--- src/hdl/i3c_target_pkg.sv ---
// Shared FSM types and RX descriptor layout for the I3C standby target, referenced by scoped names
`default_nettype none

package i3c_target_pkg;

  // Target protocol engine states
  typedef enum logic [2:0] {
    st_idle,
    st_addr,
    st_addr_ack,
    st_wr_data,
    st_wr_tbit,
    st_rd_data,
    st_rd_tbit,
    st_wait_stop
  } target_state_e;

  // Direction taken from the RnW bit of the header
  typedef enum logic {
    type_write = 1'b0,
    type_read  = 1'b1
  } transfer_type_e;

  localparam logic [6:0] I3C_BCAST_ADDR = 7'h7E;

  // RX descriptor layout, unlisted bits are zero
  localparam int unsigned DESC_WIDTH = 32;
  localparam int unsigned DESC_COUNT_W = 16;
  localparam int unsigned DESC_COUNT_LSB = 0;
  localparam int unsigned DESC_PARITY_ERR_BIT = 16;
  localparam int unsigned DESC_OVERFLOW_BIT = 17;
  localparam int unsigned DESC_DYN_HIT_BIT = 18;
  localparam int unsigned DESC_READ_BIT = 19;

endpackage

`default_nettype wire

--- src/hdl/bus_monitor.sv ---
// Bus condition detector, synchronizes SCL/SDA and emits START, STOP and SCL edge pulses
`timescale 1ns/1ps
`default_nettype none

module bus_monitor (
  input  logic clk_i,
  input  logic reset_i,
  input  logic scl_i,
  input  logic sda_i,
  output logic start_det_o,
  output logic stop_det_o,
  output logic scl_rise_o,
  output logic scl_fall_o,
  output logic sda_o
);

  logic [1:0] scl_sync_q;
  logic [1:0] sda_sync_q;
  logic       scl_q;
  logic       sda_q;
  logic       scl_now;
  logic       sda_now;

  assign scl_now = scl_sync_q[1];
  assign sda_now = sda_sync_q[1];

  // Idle bus is high on both lines
  always_ff @(posedge clk_i) begin
    if (reset_i) begin
      scl_sync_q  <= 2'b11;
      sda_sync_q  <= 2'b11;
      scl_q       <= 1'b1;
      sda_q       <= 1'b1;
      start_det_o <= 1'b0;
      stop_det_o  <= 1'b0;
      scl_rise_o  <= 1'b0;
      scl_fall_o  <= 1'b0;
    end else begin
      scl_sync_q  <= {scl_sync_q[0], scl_i};
      sda_sync_q  <= {sda_sync_q[0], sda_i};
      scl_q       <= scl_now;
      sda_q       <= sda_now;
      // SDA moves while SCL stays high
      start_det_o <= scl_q && scl_now && sda_q && !sda_now;
      stop_det_o  <= scl_q && scl_now && !sda_q && sda_now;
      scl_rise_o  <= !scl_q && scl_now;
      scl_fall_o  <= scl_q && !scl_now;
    end
  end

  // Level aligned with the edge pulses
  assign sda_o = sda_q;

  start_stop_exclusive_a : assert property (
    @(posedge clk_i) disable iff (reset_i) !(start_det_o && stop_det_o)
  );

endmodule

`default_nettype wire

--- src/hdl/controller_standby_i3c.sv ---
// Top level of the I3C standby target, set addresses and queue width through its parameters
`timescale 1ns/1ps
`default_nettype none

module controller_standby_i3c #(
  parameter logic [6:0]  StaticAddr = 7'h22,
  parameter logic [6:0]  DynAddr    = 7'h5A,
  parameter int unsigned QueueWidth = 32
) (
  input  logic                                  clk_i,
  input  logic                                  reset_i,
  input  logic                                  enable_i,

  // SDA/SCL pins, SCL is never driven
  input  logic                                  scl_i,
  input  logic                                  sda_i,
  output logic                                  sda_o,

  // RX data queue
  output logic                                  rx_queue_wvalid_o,
  input  logic                                  rx_queue_wready_i,
  output logic [QueueWidth-1:0]                 rx_queue_wdata_o,

  // RX descriptor queue
  output logic                                  rx_desc_wvalid_o,
  input  logic                                  rx_desc_wready_i,
  output logic [i3c_target_pkg::DESC_WIDTH-1:0] rx_desc_wdata_o,

  // TX data queue
  input  logic                                  tx_queue_rvalid_i,
  output logic                                  tx_queue_rready_o,
  input  logic [QueueWidth-1:0]                 tx_queue_rdata_i
);

  logic       start_det;
  logic       stop_det;
  logic       scl_rise;
  logic       scl_fall;
  logic       sda_sync;
  logic       rx_byte_valid;
  logic       rx_byte_ready;
  logic [7:0] rx_byte;
  logic       tx_byte_valid;
  logic       tx_byte_ready;
  logic [7:0] tx_byte;
  logic       xfer_begin;
  logic       xfer_read;
  logic       dyn_hit;
  logic       xfer_end;
  logic       parity_err;
  logic       overflow;

  bus_monitor xbus_monitor (
    .clk_i      (clk_i),
    .reset_i    (reset_i),
    .scl_i      (scl_i),
    .sda_i      (sda_i),
    .start_det_o(start_det),
    .stop_det_o (stop_det),
    .scl_rise_o (scl_rise),
    .scl_fall_o (scl_fall),
    .sda_o      (sda_sync)
  );

  i3c_target_fsm #(
    .StaticAddr(StaticAddr),
    .DynAddr   (DynAddr)
  ) xi3c_target_fsm (
    .clk_i          (clk_i),
    .reset_i        (reset_i),
    .enable_i       (enable_i),
    .start_det_i    (start_det),
    .stop_det_i     (stop_det),
    .scl_rise_i     (scl_rise),
    .scl_fall_i     (scl_fall),
    .sda_i          (sda_sync),
    .rx_byte_ready_i(rx_byte_ready),
    .tx_byte_valid_i(tx_byte_valid),
    .tx_byte_i      (tx_byte),
    .sda_o          (sda_o),
    .rx_byte_valid_o(rx_byte_valid),
    .rx_byte_o      (rx_byte),
    .tx_byte_ready_o(tx_byte_ready),
    .xfer_begin_o   (xfer_begin),
    .xfer_read_o    (xfer_read),
    .dyn_hit_o      (dyn_hit),
    .xfer_end_o     (xfer_end),
    .parity_err_o   (parity_err),
    .overflow_o     (overflow)
  );

  target_queue_flow #(
    .QueueWidth(QueueWidth)
  ) xtarget_queue_flow (
    .clk_i            (clk_i),
    .reset_i          (reset_i),
    .rx_byte_valid_i  (rx_byte_valid),
    .rx_byte_i        (rx_byte),
    .tx_byte_ready_i  (tx_byte_ready),
    .xfer_begin_i     (xfer_begin),
    .xfer_read_i      (xfer_read),
    .dyn_hit_i        (dyn_hit),
    .xfer_end_i       (xfer_end),
    .parity_err_i     (parity_err),
    .overflow_i       (overflow),
    .rx_queue_wready_i(rx_queue_wready_i),
    .rx_desc_wready_i (rx_desc_wready_i),
    .tx_queue_rvalid_i(tx_queue_rvalid_i),
    .tx_queue_rdata_i (tx_queue_rdata_i),
    .rx_byte_ready_o  (rx_byte_ready),
    .tx_byte_valid_o  (tx_byte_valid),
    .tx_byte_o        (tx_byte),
    .rx_queue_wvalid_o(rx_queue_wvalid_o),
    .rx_queue_wdata_o (rx_queue_wdata_o),
    .rx_desc_wvalid_o (rx_desc_wvalid_o),
    .rx_desc_wdata_o  (rx_desc_wdata_o),
    .tx_queue_rready_o(tx_queue_rready_o)
  );

endmodule

`default_nettype wire

--- src/hdl/i3c_target_fsm.sv ---
// Bit-level I3C target engine, matches the header, ACKs, receives and sends bytes with T-bits
`timescale 1ns/1ps
`default_nettype none

module i3c_target_fsm #(
  parameter logic [6:0] StaticAddr = 7'h22,
  parameter logic [6:0] DynAddr    = 7'h5A
) (
  input  logic       clk_i,
  input  logic       reset_i,
  input  logic       enable_i,
  input  logic       start_det_i,
  input  logic       stop_det_i,
  input  logic       scl_rise_i,
  input  logic       scl_fall_i,
  input  logic       sda_i,
  input  logic       rx_byte_ready_i,
  input  logic       tx_byte_valid_i,
  input  logic [7:0] tx_byte_i,
  output logic       sda_o,
  output logic       rx_byte_valid_o,
  output logic [7:0] rx_byte_o,
  output logic       tx_byte_ready_o,
  output logic       xfer_begin_o,
  output logic       xfer_read_o,
  output logic       dyn_hit_o,
  output logic       xfer_end_o,
  output logic       parity_err_o,
  output logic       overflow_o
);

  i3c_target_pkg::target_state_e  state_q;
  i3c_target_pkg::transfer_type_e xfer_type_q;

  logic [2:0] bit_cnt_q;
  logic [7:0] shift_q;
  logic       have_byte_q;
  logic       active_q;
  logic [7:0] shift_in;
  logic [7:0] tx_next;
  logic       sta_match;
  logic       dyn_match;
  logic       bc_match;

  assign shift_in = {shift_q[6:0], sda_i};

  // Header is complete at the 8th rise, RnW in bit 0
  assign sta_match = shift_in[7:1] == StaticAddr;
  assign dyn_match = shift_in[7:1] == DynAddr;
  assign bc_match  = (shift_in[7:1] == i3c_target_pkg::I3C_BCAST_ADDR) && !shift_in[0];

  // Nothing to send reads as all ones
  assign tx_next = tx_byte_valid_i ? tx_byte_i : 8'hFF;

  // bit_cnt_q[0] marks the SCL rise of the ACK or T-bit slot
  assign tx_byte_ready_o = scl_fall_i && bit_cnt_q[0] && !start_det_i && !stop_det_i &&
      ((state_q == i3c_target_pkg::st_addr_ack &&
        xfer_type_q == i3c_target_pkg::type_read) ||
       (state_q == i3c_target_pkg::st_rd_tbit && sda_o));

  assign xfer_read_o = xfer_type_q == i3c_target_pkg::type_read;

  always_ff @(posedge clk_i) begin
    if (reset_i) begin
      state_q         <= i3c_target_pkg::st_idle;
      xfer_type_q     <= i3c_target_pkg::type_write;
      bit_cnt_q       <= '0;
      have_byte_q     <= 1'b0;
      active_q        <= 1'b0;
      sda_o           <= 1'b1;
      rx_byte_valid_o <= 1'b0;
      xfer_begin_o    <= 1'b0;
      xfer_end_o      <= 1'b0;
      dyn_hit_o       <= 1'b0;
      parity_err_o    <= 1'b0;
      overflow_o      <= 1'b0;
    end else begin
      xfer_begin_o <= 1'b0;
      xfer_end_o   <= 1'b0;
      if (rx_byte_valid_o && rx_byte_ready_i) begin
        rx_byte_valid_o <= 1'b0;
      end

      if (start_det_i || stop_det_i) begin
        xfer_end_o <= active_q;
        active_q   <= 1'b0;
        sda_o      <= 1'b1;
        bit_cnt_q  <= '0;
        state_q    <= (start_det_i && enable_i) ? i3c_target_pkg::st_addr
                                                : i3c_target_pkg::st_idle;
      end else begin
        case (state_q)
          i3c_target_pkg::st_addr: begin
            if (scl_rise_i) begin
              shift_q   <= shift_in;
              bit_cnt_q <= bit_cnt_q + 3'd1;
              if (bit_cnt_q == 3'd7) begin
                xfer_type_q <= shift_in[0] ? i3c_target_pkg::type_read
                                           : i3c_target_pkg::type_write;
                dyn_hit_o   <= dyn_match;
                state_q     <= (sta_match || dyn_match || bc_match) ?
                               i3c_target_pkg::st_addr_ack : i3c_target_pkg::st_wait_stop;
              end
            end
          end

          i3c_target_pkg::st_addr_ack: begin
            if (scl_fall_i && !bit_cnt_q[0]) begin
              sda_o <= 1'b0;
            end else if (scl_rise_i) begin
              bit_cnt_q    <= 3'd1;
              xfer_begin_o <= 1'b1;
              active_q     <= 1'b1;
              parity_err_o <= 1'b0;
              overflow_o   <= 1'b0;
            end else if (scl_fall_i && xfer_type_q == i3c_target_pkg::type_write) begin
              sda_o     <= 1'b1;
              bit_cnt_q <= '0;
              state_q   <= i3c_target_pkg::st_wr_data;
            end
          end

          i3c_target_pkg::st_wr_data: begin
            if (scl_rise_i) begin
              shift_q   <= shift_in;
              bit_cnt_q <= bit_cnt_q + 3'd1;
              if (bit_cnt_q == 3'd7) begin
                state_q <= i3c_target_pkg::st_wr_tbit;
                // Previous byte still waiting, this one is lost
                if (rx_byte_valid_o && !rx_byte_ready_i) begin
                  overflow_o <= 1'b1;
                end else begin
                  rx_byte_o       <= shift_in;
                  rx_byte_valid_o <= 1'b1;
                end
              end
            end
          end

          i3c_target_pkg::st_wr_tbit: begin
            if (scl_rise_i) begin
              // Odd parity over data and T-bit
              if (!(^{shift_q, sda_i})) begin
                parity_err_o <= 1'b1;
              end
              state_q <= i3c_target_pkg::st_wr_data;
            end
          end

          i3c_target_pkg::st_rd_data: begin
            if (scl_fall_i) begin
              sda_o   <= shift_q[7];
              shift_q <= {shift_q[6:0], 1'b1};
            end
            if (scl_rise_i) begin
              bit_cnt_q <= bit_cnt_q + 3'd1;
              if (bit_cnt_q == 3'd7) begin
                state_q <= i3c_target_pkg::st_rd_tbit;
              end
            end
          end

          i3c_target_pkg::st_rd_tbit: begin
            if (scl_fall_i && !bit_cnt_q[0]) begin
              // End-of-data flag, 1 only if another byte is ready
              sda_o <= have_byte_q && tx_byte_valid_i;
            end else if (scl_rise_i) begin
              bit_cnt_q <= 3'd1;
            end else if (scl_fall_i && !sda_o) begin
              sda_o   <= 1'b1;
              state_q <= i3c_target_pkg::st_wait_stop;
            end
          end

          default: begin
          end
        endcase

        // Byte load at the fall after ACK or a T-bit of 1
        if (tx_byte_ready_o) begin
          sda_o       <= tx_next[7];
          shift_q     <= {tx_next[6:0], 1'b1};
          have_byte_q <= tx_byte_valid_i;
          bit_cnt_q   <= '0;
          state_q     <= i3c_target_pkg::st_rd_data;
        end
      end
    end
  end

  sda_drive_states_a : assert property (
    @(posedge clk_i) disable iff (reset_i)
    !sda_o |-> state_q inside {i3c_target_pkg::st_addr_ack,
                               i3c_target_pkg::st_rd_data,
                               i3c_target_pkg::st_rd_tbit}
  );

  rx_byte_hold_a : assert property (
    @(posedge clk_i) disable iff (reset_i)
    rx_byte_valid_o && !rx_byte_ready_i |=> rx_byte_valid_o && $stable(rx_byte_o)
  );

endmodule

`default_nettype wire

--- src/hdl/target_queue_flow.sv ---
// Queue side of the target, packs RX bytes into words plus one descriptor and unpacks TX words
`timescale 1ns/1ps
`default_nettype none

module target_queue_flow #(
  parameter int unsigned QueueWidth = 32
) (
  input  logic                                  clk_i,
  input  logic                                  reset_i,
  input  logic                                  rx_byte_valid_i,
  input  logic [7:0]                            rx_byte_i,
  input  logic                                  tx_byte_ready_i,
  input  logic                                  xfer_begin_i,
  input  logic                                  xfer_read_i,
  input  logic                                  dyn_hit_i,
  input  logic                                  xfer_end_i,
  input  logic                                  parity_err_i,
  input  logic                                  overflow_i,
  input  logic                                  rx_queue_wready_i,
  input  logic                                  rx_desc_wready_i,
  input  logic                                  tx_queue_rvalid_i,
  input  logic [QueueWidth-1:0]                 tx_queue_rdata_i,
  output logic                                  rx_byte_ready_o,
  output logic                                  tx_byte_valid_o,
  output logic [7:0]                            tx_byte_o,
  output logic                                  rx_queue_wvalid_o,
  output logic [QueueWidth-1:0]                 rx_queue_wdata_o,
  output logic                                  rx_desc_wvalid_o,
  output logic [i3c_target_pkg::DESC_WIDTH-1:0] rx_desc_wdata_o,
  output logic                                  tx_queue_rready_o
);

  localparam int unsigned BytesPerWord = QueueWidth / 8;
  localparam int unsigned IdxW = (BytesPerWord > 1) ? $clog2(BytesPerWord) : 1;
  localparam logic [IdxW-1:0] LastIdx = IdxW'(BytesPerWord - 1);

  logic [IdxW-1:0]                         rx_idx_q;
  logic [IdxW-1:0]                         tx_idx_q;
  logic [QueueWidth-1:0]                   rx_word_q;
  logic [QueueWidth-1:0]                   tx_word_q;
  logic                                    rx_word_valid_q;
  logic                                    end_pend_q;
  logic                                    desc_wait_q;
  logic                                    desc_valid_q;
  logic                                    rd_active_q;
  logic                                    tx_have_q;
  logic [i3c_target_pkg::DESC_COUNT_W-1:0] byte_cnt_q;
  logic                                    end_read_q;
  logic                                    end_dyn_q;
  logic                                    end_parity_q;
  logic                                    end_overflow_q;
  logic [i3c_target_pkg::DESC_WIDTH-1:0]   desc_q;
  logic [i3c_target_pkg::DESC_WIDTH-1:0]   desc_next;
  logic                                    rx_accept;
  logic                                    tx_accept;
  logic                                    flush_go;

  // Byte input pauses while a word or the descriptor is outstanding
  assign rx_byte_ready_o = !rx_word_valid_q && !desc_wait_q && !desc_valid_q;
  assign rx_accept       = rx_byte_valid_i && rx_byte_ready_o;
  assign tx_accept       = tx_byte_valid_o && tx_byte_ready_i;

  // Wait for any last byte still in flight before closing the transfer
  assign flush_go = (xfer_end_i || end_pend_q) && !rx_word_valid_q && !rx_byte_valid_i &&
                    !desc_wait_q && !desc_valid_q;

  assign rx_queue_wvalid_o = rx_word_valid_q;
  assign rx_queue_wdata_o  = rx_word_q;
  assign rx_desc_wvalid_o  = desc_valid_q;
  assign rx_desc_wdata_o   = desc_q;

  assign tx_queue_rready_o = rd_active_q && !tx_have_q;
  assign tx_byte_valid_o   = tx_have_q;
  assign tx_byte_o         = tx_word_q[8*tx_idx_q +: 8];

  always_comb begin
    desc_next = '0;
    desc_next[i3c_target_pkg::DESC_COUNT_LSB +: i3c_target_pkg::DESC_COUNT_W] = byte_cnt_q;
    desc_next[i3c_target_pkg::DESC_PARITY_ERR_BIT] = end_parity_q;
    desc_next[i3c_target_pkg::DESC_OVERFLOW_BIT]   = end_overflow_q;
    desc_next[i3c_target_pkg::DESC_DYN_HIT_BIT]    = end_dyn_q;
    desc_next[i3c_target_pkg::DESC_READ_BIT]       = end_read_q;
  end

  // Little-endian packing, a new word starts zeroed
  always_ff @(posedge clk_i) begin
    if (rx_accept) begin
      if (rx_idx_q == '0) begin
        rx_word_q <= QueueWidth'(rx_byte_i);
      end else begin
        rx_word_q[8*rx_idx_q +: 8] <= rx_byte_i;
      end
    end
    if (tx_queue_rvalid_i && tx_queue_rready_o) begin
      tx_word_q <= tx_queue_rdata_i;
    end
    if (desc_wait_q && !rx_word_valid_q) begin
      desc_q <= desc_next;
    end
  end

  always_ff @(posedge clk_i) begin
    if (reset_i) begin
      rx_idx_q        <= '0;
      tx_idx_q        <= '0;
      rx_word_valid_q <= 1'b0;
      end_pend_q      <= 1'b0;
      desc_wait_q     <= 1'b0;
      desc_valid_q    <= 1'b0;
      rd_active_q     <= 1'b0;
      tx_have_q       <= 1'b0;
      byte_cnt_q      <= '0;
      end_read_q      <= 1'b0;
      end_dyn_q       <= 1'b0;
      end_parity_q    <= 1'b0;
      end_overflow_q  <= 1'b0;
    end else begin
      if (rx_accept) begin
        rx_idx_q <= (rx_idx_q == LastIdx) ? '0 : rx_idx_q + 1'b1;
        if (rx_idx_q == LastIdx) begin
          rx_word_valid_q <= 1'b1;
        end
      end
      if (rx_word_valid_q && rx_queue_wready_i) begin
        rx_word_valid_q <= 1'b0;
      end
      if (rx_accept || tx_accept) begin
        byte_cnt_q <= byte_cnt_q + 1'b1;
      end

      if (xfer_begin_i) begin
        rd_active_q <= xfer_read_i;
      end

      if (tx_queue_rvalid_i && tx_queue_rready_o) begin
        tx_have_q <= 1'b1;
        tx_idx_q  <= '0;
      end
      if (tx_accept) begin
        if (tx_idx_q == LastIdx) begin
          tx_have_q <= 1'b0;
        end else begin
          tx_idx_q <= tx_idx_q + 1'b1;
        end
      end

      // Unsent TX bytes are dropped here
      if (xfer_end_i) begin
        end_pend_q     <= 1'b1;
        end_read_q     <= xfer_read_i;
        end_dyn_q      <= dyn_hit_i;
        end_parity_q   <= parity_err_i;
        end_overflow_q <= overflow_i;
        rd_active_q    <= 1'b0;
        tx_have_q      <= 1'b0;
      end

      if (flush_go) begin
        end_pend_q  <= 1'b0;
        desc_wait_q <= 1'b1;
        if (rx_idx_q != '0) begin
          rx_word_valid_q <= 1'b1;
          rx_idx_q        <= '0;
        end
      end

      if (desc_wait_q && !rx_word_valid_q) begin
        desc_wait_q  <= 1'b0;
        desc_valid_q <= 1'b1;
        byte_cnt_q   <= '0;
      end
      if (desc_valid_q && rx_desc_wready_i) begin
        desc_valid_q <= 1'b0;
      end
    end
  end

  desc_after_data_a : assert property (
    @(posedge clk_i) disable iff (reset_i)
    rx_desc_wvalid_o && rx_desc_wready_i |-> !rx_queue_wvalid_o
  );

endmodule

`default_nettype wire

--- config.mk ---
export PLATFORM = sky130hd
export DESIGN_NAME = controller_standby_i3c
export DESIGN_NICKNAME = d
export VERILOG_FILES = /design/src/hdl/i3c_target_pkg.sv /design/src/hdl/bus_monitor.sv /design/src/hdl/controller_standby_i3c.sv /design/src/hdl/i3c_target_fsm.sv /design/src/hdl/target_queue_flow.sv
export SDC_FILE = /design/constraint.sdc
export NUM_CORES = 1
export LEC_CHECK = 0
export BUFFER_PORTS_ARGS = -buffer_cell sky130_fd_sc_hd__buf_2
export CORE_MARGIN = 3
export CORE_UTILIZATION = 50
export DETAILED_ROUTE_END_ITERATION = 8
export PLACE_DENSITY = 0.74
export SETUP_SLACK_MARGIN = 0.05
export SYNTH_ARGS = -nofsm -noshare
export SYNTH_HDL_FRONTEND = slang
export SYNTH_HIERARCHICAL = 1
export SYNTH_SLANG_ARGS = --single-unit
--- constraint.sdc ---
create_clock -name clk_i -period 4 [get_ports clk_i]
set_input_delay 0.8 -clock clk_i [delete_from_list [all_inputs] [get_ports clk_i]]
set_output_delay 0.8 -clock clk_i [all_outputs]
set_load 0.01 [all_outputs]
==> flow_summary.yaml, run 1 <==
critical_path:
  rr_endpoint: "xtarget_queue_flow/byte_cnt_q[11]"
  rrSetupSlack_ps: 960
  crit_fanout: 22
  cp.arrival_ps: 3390
  r2r_cells: 7
  cp-end-kind: "flop"
  critPathLaunchType: "flop"
  crit_type: "reg -> reg"
  critical_path_required_ps: 4350
  reg2reg_from: "xi3c_target_fsm/state_q[2]"
routing:
  drt-initial-drc-count: 352
  drt_wl_total_um: 12730
  wl_per_cell_um: 15.06
  drtPass1Iterations: 5
  drc: 0
  viasPerCell: 5.409
  ant_nets: 0
  dr_total_vias: 4571
place:
  postPlaceCellArea_um2: 7365
  gp_congestion: 0.9398
  post-place-ws_ps: 1093
  io_buffers: 95
  dp_hpwl_um: 8699
cells_and_area:
  layout-drive-gt1-share_pct: 23.77
  diodes: 0
  nets: 706
  area_growth_syn_to_layout_pct: 16.61
  design_area_um2: 7966
global_routing:
  antenna_found_initial: 0
  grt_max_degree: 35
  first_global_vias: 4322
  grt_use_met2_pct: 27.67
  grt-busiest-layer: "met2"
  use_met3_pct: 5.078
  grt_overflow: 0
  grtUsageTotal_pct: 17.82
  grt_pass1_wl_um: 21070
  met1_usage_pct: 23.84
timing:
  setup_slack_ps: 961.5
  timing.fmax_mhz: 329.1
  slew_violations: 0
  finalSetupTns_ps: 0
  slew_headroom_pct: 27.57
  clock_skew_ps: 8.991
  finalCritPeriodShare_pct: 75.96
  setup_viol: 0
  rsz0062_at_grt: "false"
  whs_ps: 410.6
  hold_viol: 0
  finalCriticalPeriod_ps: 3039
  tightest_slew_ps: 1086
synth:
  ys_types: 71
  yosysSeqAreaShare_pct: 60.37
  ys_warn_count: 6
  async_flop_share_pct: 0
  synth_cells: 566
  synth.cell_area_um2: 6832
  synth-edff-count: 100
  synth_flop_cell: "edfxtp_1"
  avgSynthCellArea_um2: 12.07
  synth-seq-cells: 156
floorplanning:
  die_x_um: 122.9
  die-area_um2: 15100
  coreArea_um2: 13300
  initial_core_util_pct: 51.38
  die_h_um: 122.9
  rows: 42
  ioPinCount: 108
run_status:
  status: "finished, final reports clean"
cts:
  insertion_delay_ps: 420
  h-tree-depth: 4
  cts_resized: 0
  cts_root_buffer: "clkbuf_16"
  cts.sinks: 156
  cts_tree: "built"
  cts_buffer_depth: 2
  cts-hold-fix-buffers: 0
  cts.clk_slew.worst_paths_ps: 60
  post_cts_buffers: 0
  numCtsBuffers: 17
power:
  p_leak_nw: 2.880
  peakVddDrop_uv: 325.9
  power_density_nw_per_um2: 444.2
job:
  max_cap_violations: 0
worst_hold_path:
  hp-start: "xbus_monitor/sda_sync_q[0]"
  min_path_cells: 1
  min_to: "xbus_monitor/sda_sync_q[1]"
  holdCritPathClass: "reg -> reg"
-- final cells by class --
type	instances	area (um^2)
Clock inverter	11	141.4
Inverter	19	76.32
Fill cell	1071	5329
Clock buffer	21	460.4
Tap cell	176	220.2
Sequential cell	156	4124
Multi-Input combinational cell	363	2439
Timing Repair Buffer	99	505.5
-- layout by cell type (no fill, tap or decap), types with 5 or more instances in the layout --
| master | instances |
|---|---|
| clkbuf_16 | 17 |
| inv_1 | 18 |
| nand3_1 | 29 |
| nand2b_1 | 30 |
| edfxtp_1 | 100 |
| dfxtp_1 | 56 |
| ha_1 | 10 |
| nand2_1 | 16 |
| nor3b_1 | 6 |
| nand4_1 | 5 |
| xnor2_1 | 9 |
| mux4_2 | 8 |
| xor2_1 | 5 |
| o21ai_0 | 30 |
| mux2i_1 | 12 |
| or4_1 | 8 |
| and2_1 | 10 |
| conb_1 | 12 |
| a21oi_1 | 48 |
| nor3_1 | 13 |
| or2_2 | 5 |
| nor2b_1 | 8 |
| o31ai_1 | 8 |
| nor2_1 | 29 |
| buf_2 | 95 |
-- stage by stage --
| step | std cells | total power, mW | util [%] |
|---|---|---|---|
| 2_1_floorplan | 577 | 1.915 | - |
| 3_3_place_gp | 813 | 1.942 | 55.39 |
| 3_5_place_dp | 813 | 1.949 | 55.39 |
| 4_1_cts | 845 | 3.572 | 59.92 |
| 5_1_grt | 845 | 3.664 | 59.92 |
| 6_report | 845 | 3.539 | 59.92 |
-- worst max path at each step --
| stage | startpoint | endpoint | slack (ps) | cells after the start |
|---|---|---|---|---|
| 3_5_place_dp | xi3c_target_fsm/state_q[2] | xtarget_queue_flow/byte_cnt_q[13] | 1090 | 7 |
| 6_report | xi3c_target_fsm/state_q[2] | xtarget_queue_flow/byte_cnt_q[11] | 960 | 7 |
| 3_3_place_gp | xi3c_target_fsm/state_q[2] | xtarget_queue_flow/byte_cnt_q[15] | 1190 | 7 |
| 2_1_floorplan | xi3c_target_fsm/state_q[0] | xtarget_queue_flow/byte_cnt_q[12] | 1510 | 10 |
| 4_1_cts | xi3c_target_fsm/state_q[2] | xtarget_queue_flow/byte_cnt_q[11] | 1020 | 7 |
| 5_1_grt | xi3c_target_fsm/state_q[2] | xtarget_queue_flow/byte_cnt_q[15] | 800 | 7 |
-- routing by layer --
layer / share of wire (%) / wire length [um] / up-vias
li1: - / - / 2235
met1: 45 / 5723 / 2175
met4: 1.8 / 226 / 0
met2: 47 / 6025 / 139
met3: 5.9 / 752 / 22
met5: 0 / 0 / -
-- critical path, cell delays in order, from the launching register on --
cell and delay, ps:
dfxtp_1 800, mux2_2 300, or3b_4 400, nor3_2 150
and2_0 420, o21ai_2 190, or4_1 550, a21oi_1 150
-- logic make-up (layout without fill, tap and decap cells) --
logic type               Yosys count  in the layout  share of synthesized area [%]
AO/OA/AOI/OAI                    110            110                          9.817
buffers and inverters             58            150                          4.578
adder cells (fa/ha/maj)           10             10                          1.832
flip-flops                       156            156                          60.37
XOR/XNOR                          14             14                          1.795
AND/OR/NAND/NOR                  196            196                          17.00
other                              1             12                        0.05489
multiplexers                      21             21                          4.560
-- power breakdown --
part           leakage, nW  internal [mW]  total (mW)  switching [mW]
sequential            1.35           1.72        1.76          0.0472
combinational         1.24         0.0803       0.157          0.0763
clock                0.289           1.01        1.62           0.608
total                 2.88           2.81        3.54           0.732
-- sequential cells by signal, indices dropped and copies added, names as in the netlist, 3 cells and up --
signal	flops
xi3c_target_fsm/rx_byte_o	8
xtarget_queue_flow/rx_queue_wdata_o	32
xi3c_target_fsm/shift_q	8
xtarget_queue_flow/byte_cnt_q	16
xi3c_target_fsm/state_q	3
xtarget_queue_flow/tx_word_q	32
xtarget_queue_flow/rx_desc_wdata_o	20
xi3c_target_fsm/bit_cnt_q	3
-- Yosys cell counts, drive strengths merged, types with 10 or more instances --
master	n	share of area [%]
nand3	29	2.1
nor2	30	1.7
edfxtp	100	44
a21oi	48	3.5
nand2b	31	2.9
ha	10	1.8
mux2i	12	1.8
clkbuf	15	0.82
nand2	16	0.88
inv	19	1.1
buf	23	2.5
nor3	14	1.1
and2	12	1.1
o21ai	31	2.3
dfxtp	56	16
(Power assumes the default switching activity.)
==> run 2: changes to the inputs <==
==> constraint.sdc (replaced) <==
create_clock -name clk_i -period 2.85 [get_ports clk_i]
set_input_delay 0.57 -clock clk_i [delete_from_list [all_inputs] [get_ports clk_i]]
set_output_delay 0.57 -clock clk_i [all_outputs]
set_load 0.01 [all_outputs]
==> flow_summary.yaml, run 2 (synthesized netlist as in run 1, its figures left out) <==
cts:
  cts_resized: 0
  cts_root_buffer: "clkbuf_16"
  numCtsBuffers: 17
  cts.sinks: 156
  insertion_delay_ps: 430
  cts-hold-fix-buffers: 0
  cts_tree: "built"
  cts_buffer_depth: 2
  cts.clk_slew.worst_paths_ps: 60
  post_cts_buffers: 0
  h-tree-depth: 4
critical_path:
  crit_type: "reg -> reg"
  cp.arrival_ps: 2860
  cp_num_buf_inv: 0
  critical_path.max_stage_delay_ps: 470
  cp-end-kind: "flop"
  crit_fanout: 11
  crit_chain: "mux2_2, or3b_4, nor3_2, and2_0, o2111ai_4, or4_1, a21oi_1"
  slowest_stage: "or4_1"
  critical_path_required_ps: 3200
  critPathLaunchType: "flop"
  critPathTopFamily: "simple AND/OR/NAND/NOR gates"
global_routing:
  grt_pass1_wl_um: 21200
  use_met3_pct: 4.483
  antenna_found_initial: 0
  grt_use_met2_pct: 28.73
  first_global_vias: 4345
  grtUsageTotal_pct: 18.07
  grt-busiest-layer: "met2"
  grt_max_degree: 34
  grt_overflow: 0
  met1_usage_pct: 23.67
timing:
  finalCritPeriodShare_pct: 87.96
  hold_viol: 0
  finalCriticalPeriod_ps: 2507
  clock_skew_ps: 6.987
  rsz0062_at_grt: "false"
  setup_viol: 0
  slew_violations: 0
  slew_headroom_pct: 47.05
  timing.fmax_mhz: 398.9
  finalSetupTns_ps: 0
  tightest_slew_ps: 794.2
routing:
  wl_per_cell_um: 15.36
  dr_total_vias: 4611
  ant_nets: 0
  drt-initial-drc-count: 381
  drtPass1Iterations: 5
  drc: 0
  drt_wl_total_um: 13120
  viasPerCell: 5.399
place:
  postPlaceCellArea_um2: 7432
  io_buffers: 95
  gp_congestion: 0.8997
  dp_hpwl_um: 9061
power:
  p_total_mw: 4.882
  p_leak_nw: 2.907
  power_density_nw_per_um2: 610.2
  peakVddDrop_uv: 418.3
cells_and_area:
  layout-drive-gt1-share_pct: 24.63
  final_common_cell: "edfxtp_1"
  final_cell_mix: "100 x edfxtp_1, 95 x buf_2, 56 x dfxtp_1"
  diodes: 0
  fin_util_pct: 60.18
  nets: 715
  area_growth_syn_to_layout_pct: 17.12
  design_area_um2: 8001
floorplanning:
  ioPinCount: 108
  coreArea_um2: 13300
  die_h_um: 122.9
  die-area_um2: 15100
  rows: 42
  die_x_um: 122.9
  initial_core_util_pct: 51.38
worst_hold_path:
  holdCritPathClass: "in -> reg"
run_status:
  status: "finished, final reports clean"
job:
  max_cap_violations: 0
==> run 2: final timing paths <==
| path | start | endpoint | slack, ps | cells past startpoint |
|---|---|---|---|---|
| worst max-delay path | xi3c_target_fsm/xfer_read_o | xtarget_queue_flow/byte_cnt_q[10] | 340 | 7 |
| worst min register to register | xbus_monitor/sda_sync_q[0] | xbus_monitor/sda_sync_q[1] | 400 | 1 |
| worst min-delay path | tx_queue_rdata_i[29] | xtarget_queue_flow/tx_word_q[29] | 320 | 1 |
| worst max register to register | xi3c_target_fsm/xfer_read_o | xtarget_queue_flow/byte_cnt_q[10] | 340 | 7 |
==> run 2: metal layers <==
metal | share of wire [%] | up-vias
met5 | 0 | -
met4 | 2.1 | 0
met3 | 5.7 | 23
met2 | 48 | 152
met1 | 44 | 2180
li1 | - | 2256
==> run 2: power by group <==
group / total [mW] / leakage (nW) / internal [mW] / switching (mW)
logic: 0.284 / 1.29 / 0.125 / 0.159
registers: 2.43 / 1.35 / 2.41 / 0.0182
clock network: 2.17 / 0.270 / 1.30 / 0.870
total: 4.88 / 2.91 / 3.84 / 1.05
==> run 2: cell type report <==
class,count,area (um^2)
fillers,1071,5294
flip-flops and latches,156,4124
multi-input cells,363,2439
repair buffers,108,573.1
clock buffers,20,446.7
well taps,176,220.2
clock inverters,12,122.6
inverters,19,76.32
==> run 2: per-stage QoR <==
stage	setup slack, ps	instances	hold WS, ps
2_1_floorplan	363.5	577	383.2
3_3_place_gp	480.7	822	387.3
3_5_place_dp	401.8	822	387.9
4_1_cts	374.1	854	302.6
5_1_grt	164.6	854	309.2
6_report	343.2	854	315.8
==> run 3: changes to the inputs <==
--- a/config.mk
+++ b/config.mk
@@ -7,9 +7,9 @@
 export LEC_CHECK = 0
 export BUFFER_PORTS_ARGS = -buffer_cell sky130_fd_sc_hd__buf_2
 export CORE_MARGIN = 3
-export CORE_UTILIZATION = 50
+export CORE_UTILIZATION = 54
 export DETAILED_ROUTE_END_ITERATION = 8
-export PLACE_DENSITY = 0.74
+export PLACE_DENSITY = 0.79
 export SETUP_SLACK_MARGIN = 0.05
 export SYNTH_ARGS = -nofsm -noshare
 export SYNTH_HDL_FRONTEND = slang
==> flow_summary.yaml, run 3 (synthesized netlist as in run 1, its figures left out) <==
cts:
  cts_buffer_depth: 2
  numCtsBuffers: 17
  cts_resized: 0
  cts_root_buffer: "clkbuf_16"
  cts.clk_slew.worst_paths_ps: 60
  h-tree-depth: 4
  cts-hold-fix-buffers: 0
  post_cts_buffers: 0
  cts_tree: "built"
  cts.sinks: 156
  insertion_delay_ps: 410
global_routing:
  grt_max_degree: 34
  first_global_vias: 4507
  grtUsageTotal_pct: 19.37
  grt_pass1_wl_um: 21890
  antenna_found_initial: 0
  grt_overflow: 0
timing:
  hold_viol: 0
  finalCritPeriodShare_pct: 88.73
  finalCriticalPeriod_ps: 2529
  setup_viol: 0
  timing.fmax_mhz: 395.4
  slew_headroom_pct: 49.68
  tightest_slew_ps: 754.8
  whs_ps: 329.8
  finalSetupTns_ps: 0
  rsz0062_at_grt: "false"
  clock_skew_ps: 6.735
  slew_violations: 0
cells_and_area:
  final_common_cell: "edfxtp_1"
  area_growth_syn_to_layout_pct: 17.42
  diodes: 0
  final_cell_mix: "100 x edfxtp_1, 95 x buf_2, 56 x dfxtp_1"
  nets: 714
  layout-drive-gt1-share_pct: 24.82
critical_path:
  crit_type: "reg -> reg"
  cp-end-kind: "flop"
  critical_path.max_stage_delay_ps: 550
  crit_fanout: 10
  critical_path_required_ps: 3190
  critPathTopFamily: "simple AND/OR/NAND/NOR gates"
  slowest_stage: "or4_1"
  crit_chain: "mux2_2, or3b_4, nor3_2, and2_0, o21ai_2, or4_1, a21oi_1"
  cp.arrival_ps: 2870
  critPathLaunchType: "flop"
  cp_num_buf_inv: 0
floorplanning:
  die_x_um: 118.5
  initial_core_util_pct: 55.94
  die-area_um2: 14040
  die_h_um: 118.5
  ioPinCount: 108
  rows: 40
  coreArea_um2: 12210
routing:
  drc: 0
  drt-initial-drc-count: 394
  drtPass1Iterations: 5
  viasPerCell: 5.499
  dr_total_vias: 4647
  ant_nets: 0
  wl_per_cell_um: 15.83
  drt_wl_total_um: 13370
power:
  peakVddDrop_uv: 490.1
  p_leak_nw: 2.932
  power_density_nw_per_um2: 623.0
worst_hold_path:
  holdCritPathClass: "in -> reg"
place:
  io_buffers: 95
  dp_hpwl_um: 9036
  gp_congestion: 0.9108
job:
  max_cap_violations: 0
run_status:
  status: "finished, final reports clean"
-- run 3: metrics by stage --
step / cells / area (um^2) / util, % / setup WS [ps] / power, mW
6_report: 845 / 8021 / 65.69 / 321.2 / 4.997
5_1_grt: 845 / 8021 / 65.69 / 200.5 / 5.176
4_1_cts: 845 / 8021 / 65.69 / 346.9 / 5.029
3_5_place_dp: 813 / 7415 / 60.72 / 341.3 / 2.752
3_3_place_gp: 813 / 7415 / 60.72 / 502.4 / 2.747
2_1_floorplan: 577 / 6873 / - / 363.5 / 2.688
-- run 3: layout make-up --
class	count	area [um^2]
clock inverters	14	167.7
inverters	19	76.32
fillers	962	4190
clock buffers	18	439.2
multi-input cells	363	2439
flip-flops and latches	156	4124
well taps	168	210.2
repair buffers	107	565.5
-- run 3: where the power goes --
part           internal, mW  switching, mW  leakage (nW)
Sequential             2.41         0.0178          1.35
Combinational         0.125          0.158          1.28
Clock                  1.40          0.884         0.300
-- run 3: worst paths after layout --
check	to	from	slack (ps)	cells past startpoint
max	xtarget_queue_flow/byte_cnt_q[15]	xi3c_target_fsm/xfer_read_o	320	7
min	xtarget_queue_flow/tx_word_q[31]	tx_queue_rdata_i[31]	330	1
max reg2reg	xtarget_queue_flow/byte_cnt_q[15]	xi3c_target_fsm/xfer_read_o	320	7
min reg2reg	xbus_monitor/scl_sync_q[1]	xbus_monitor/scl_sync_q[0]	400	1
-- run 3: metal layers --
layer	part of all wire [%]	up-vias	routed length, um	GRT usage [%]
met5	0	-	0	0
met4	1.3	0	175	7.169
met3	5.9	19	788	5.120
met2	49	163	6579	31.80
met1	44	2204	5829	24.82
li1	-	2261	-	-
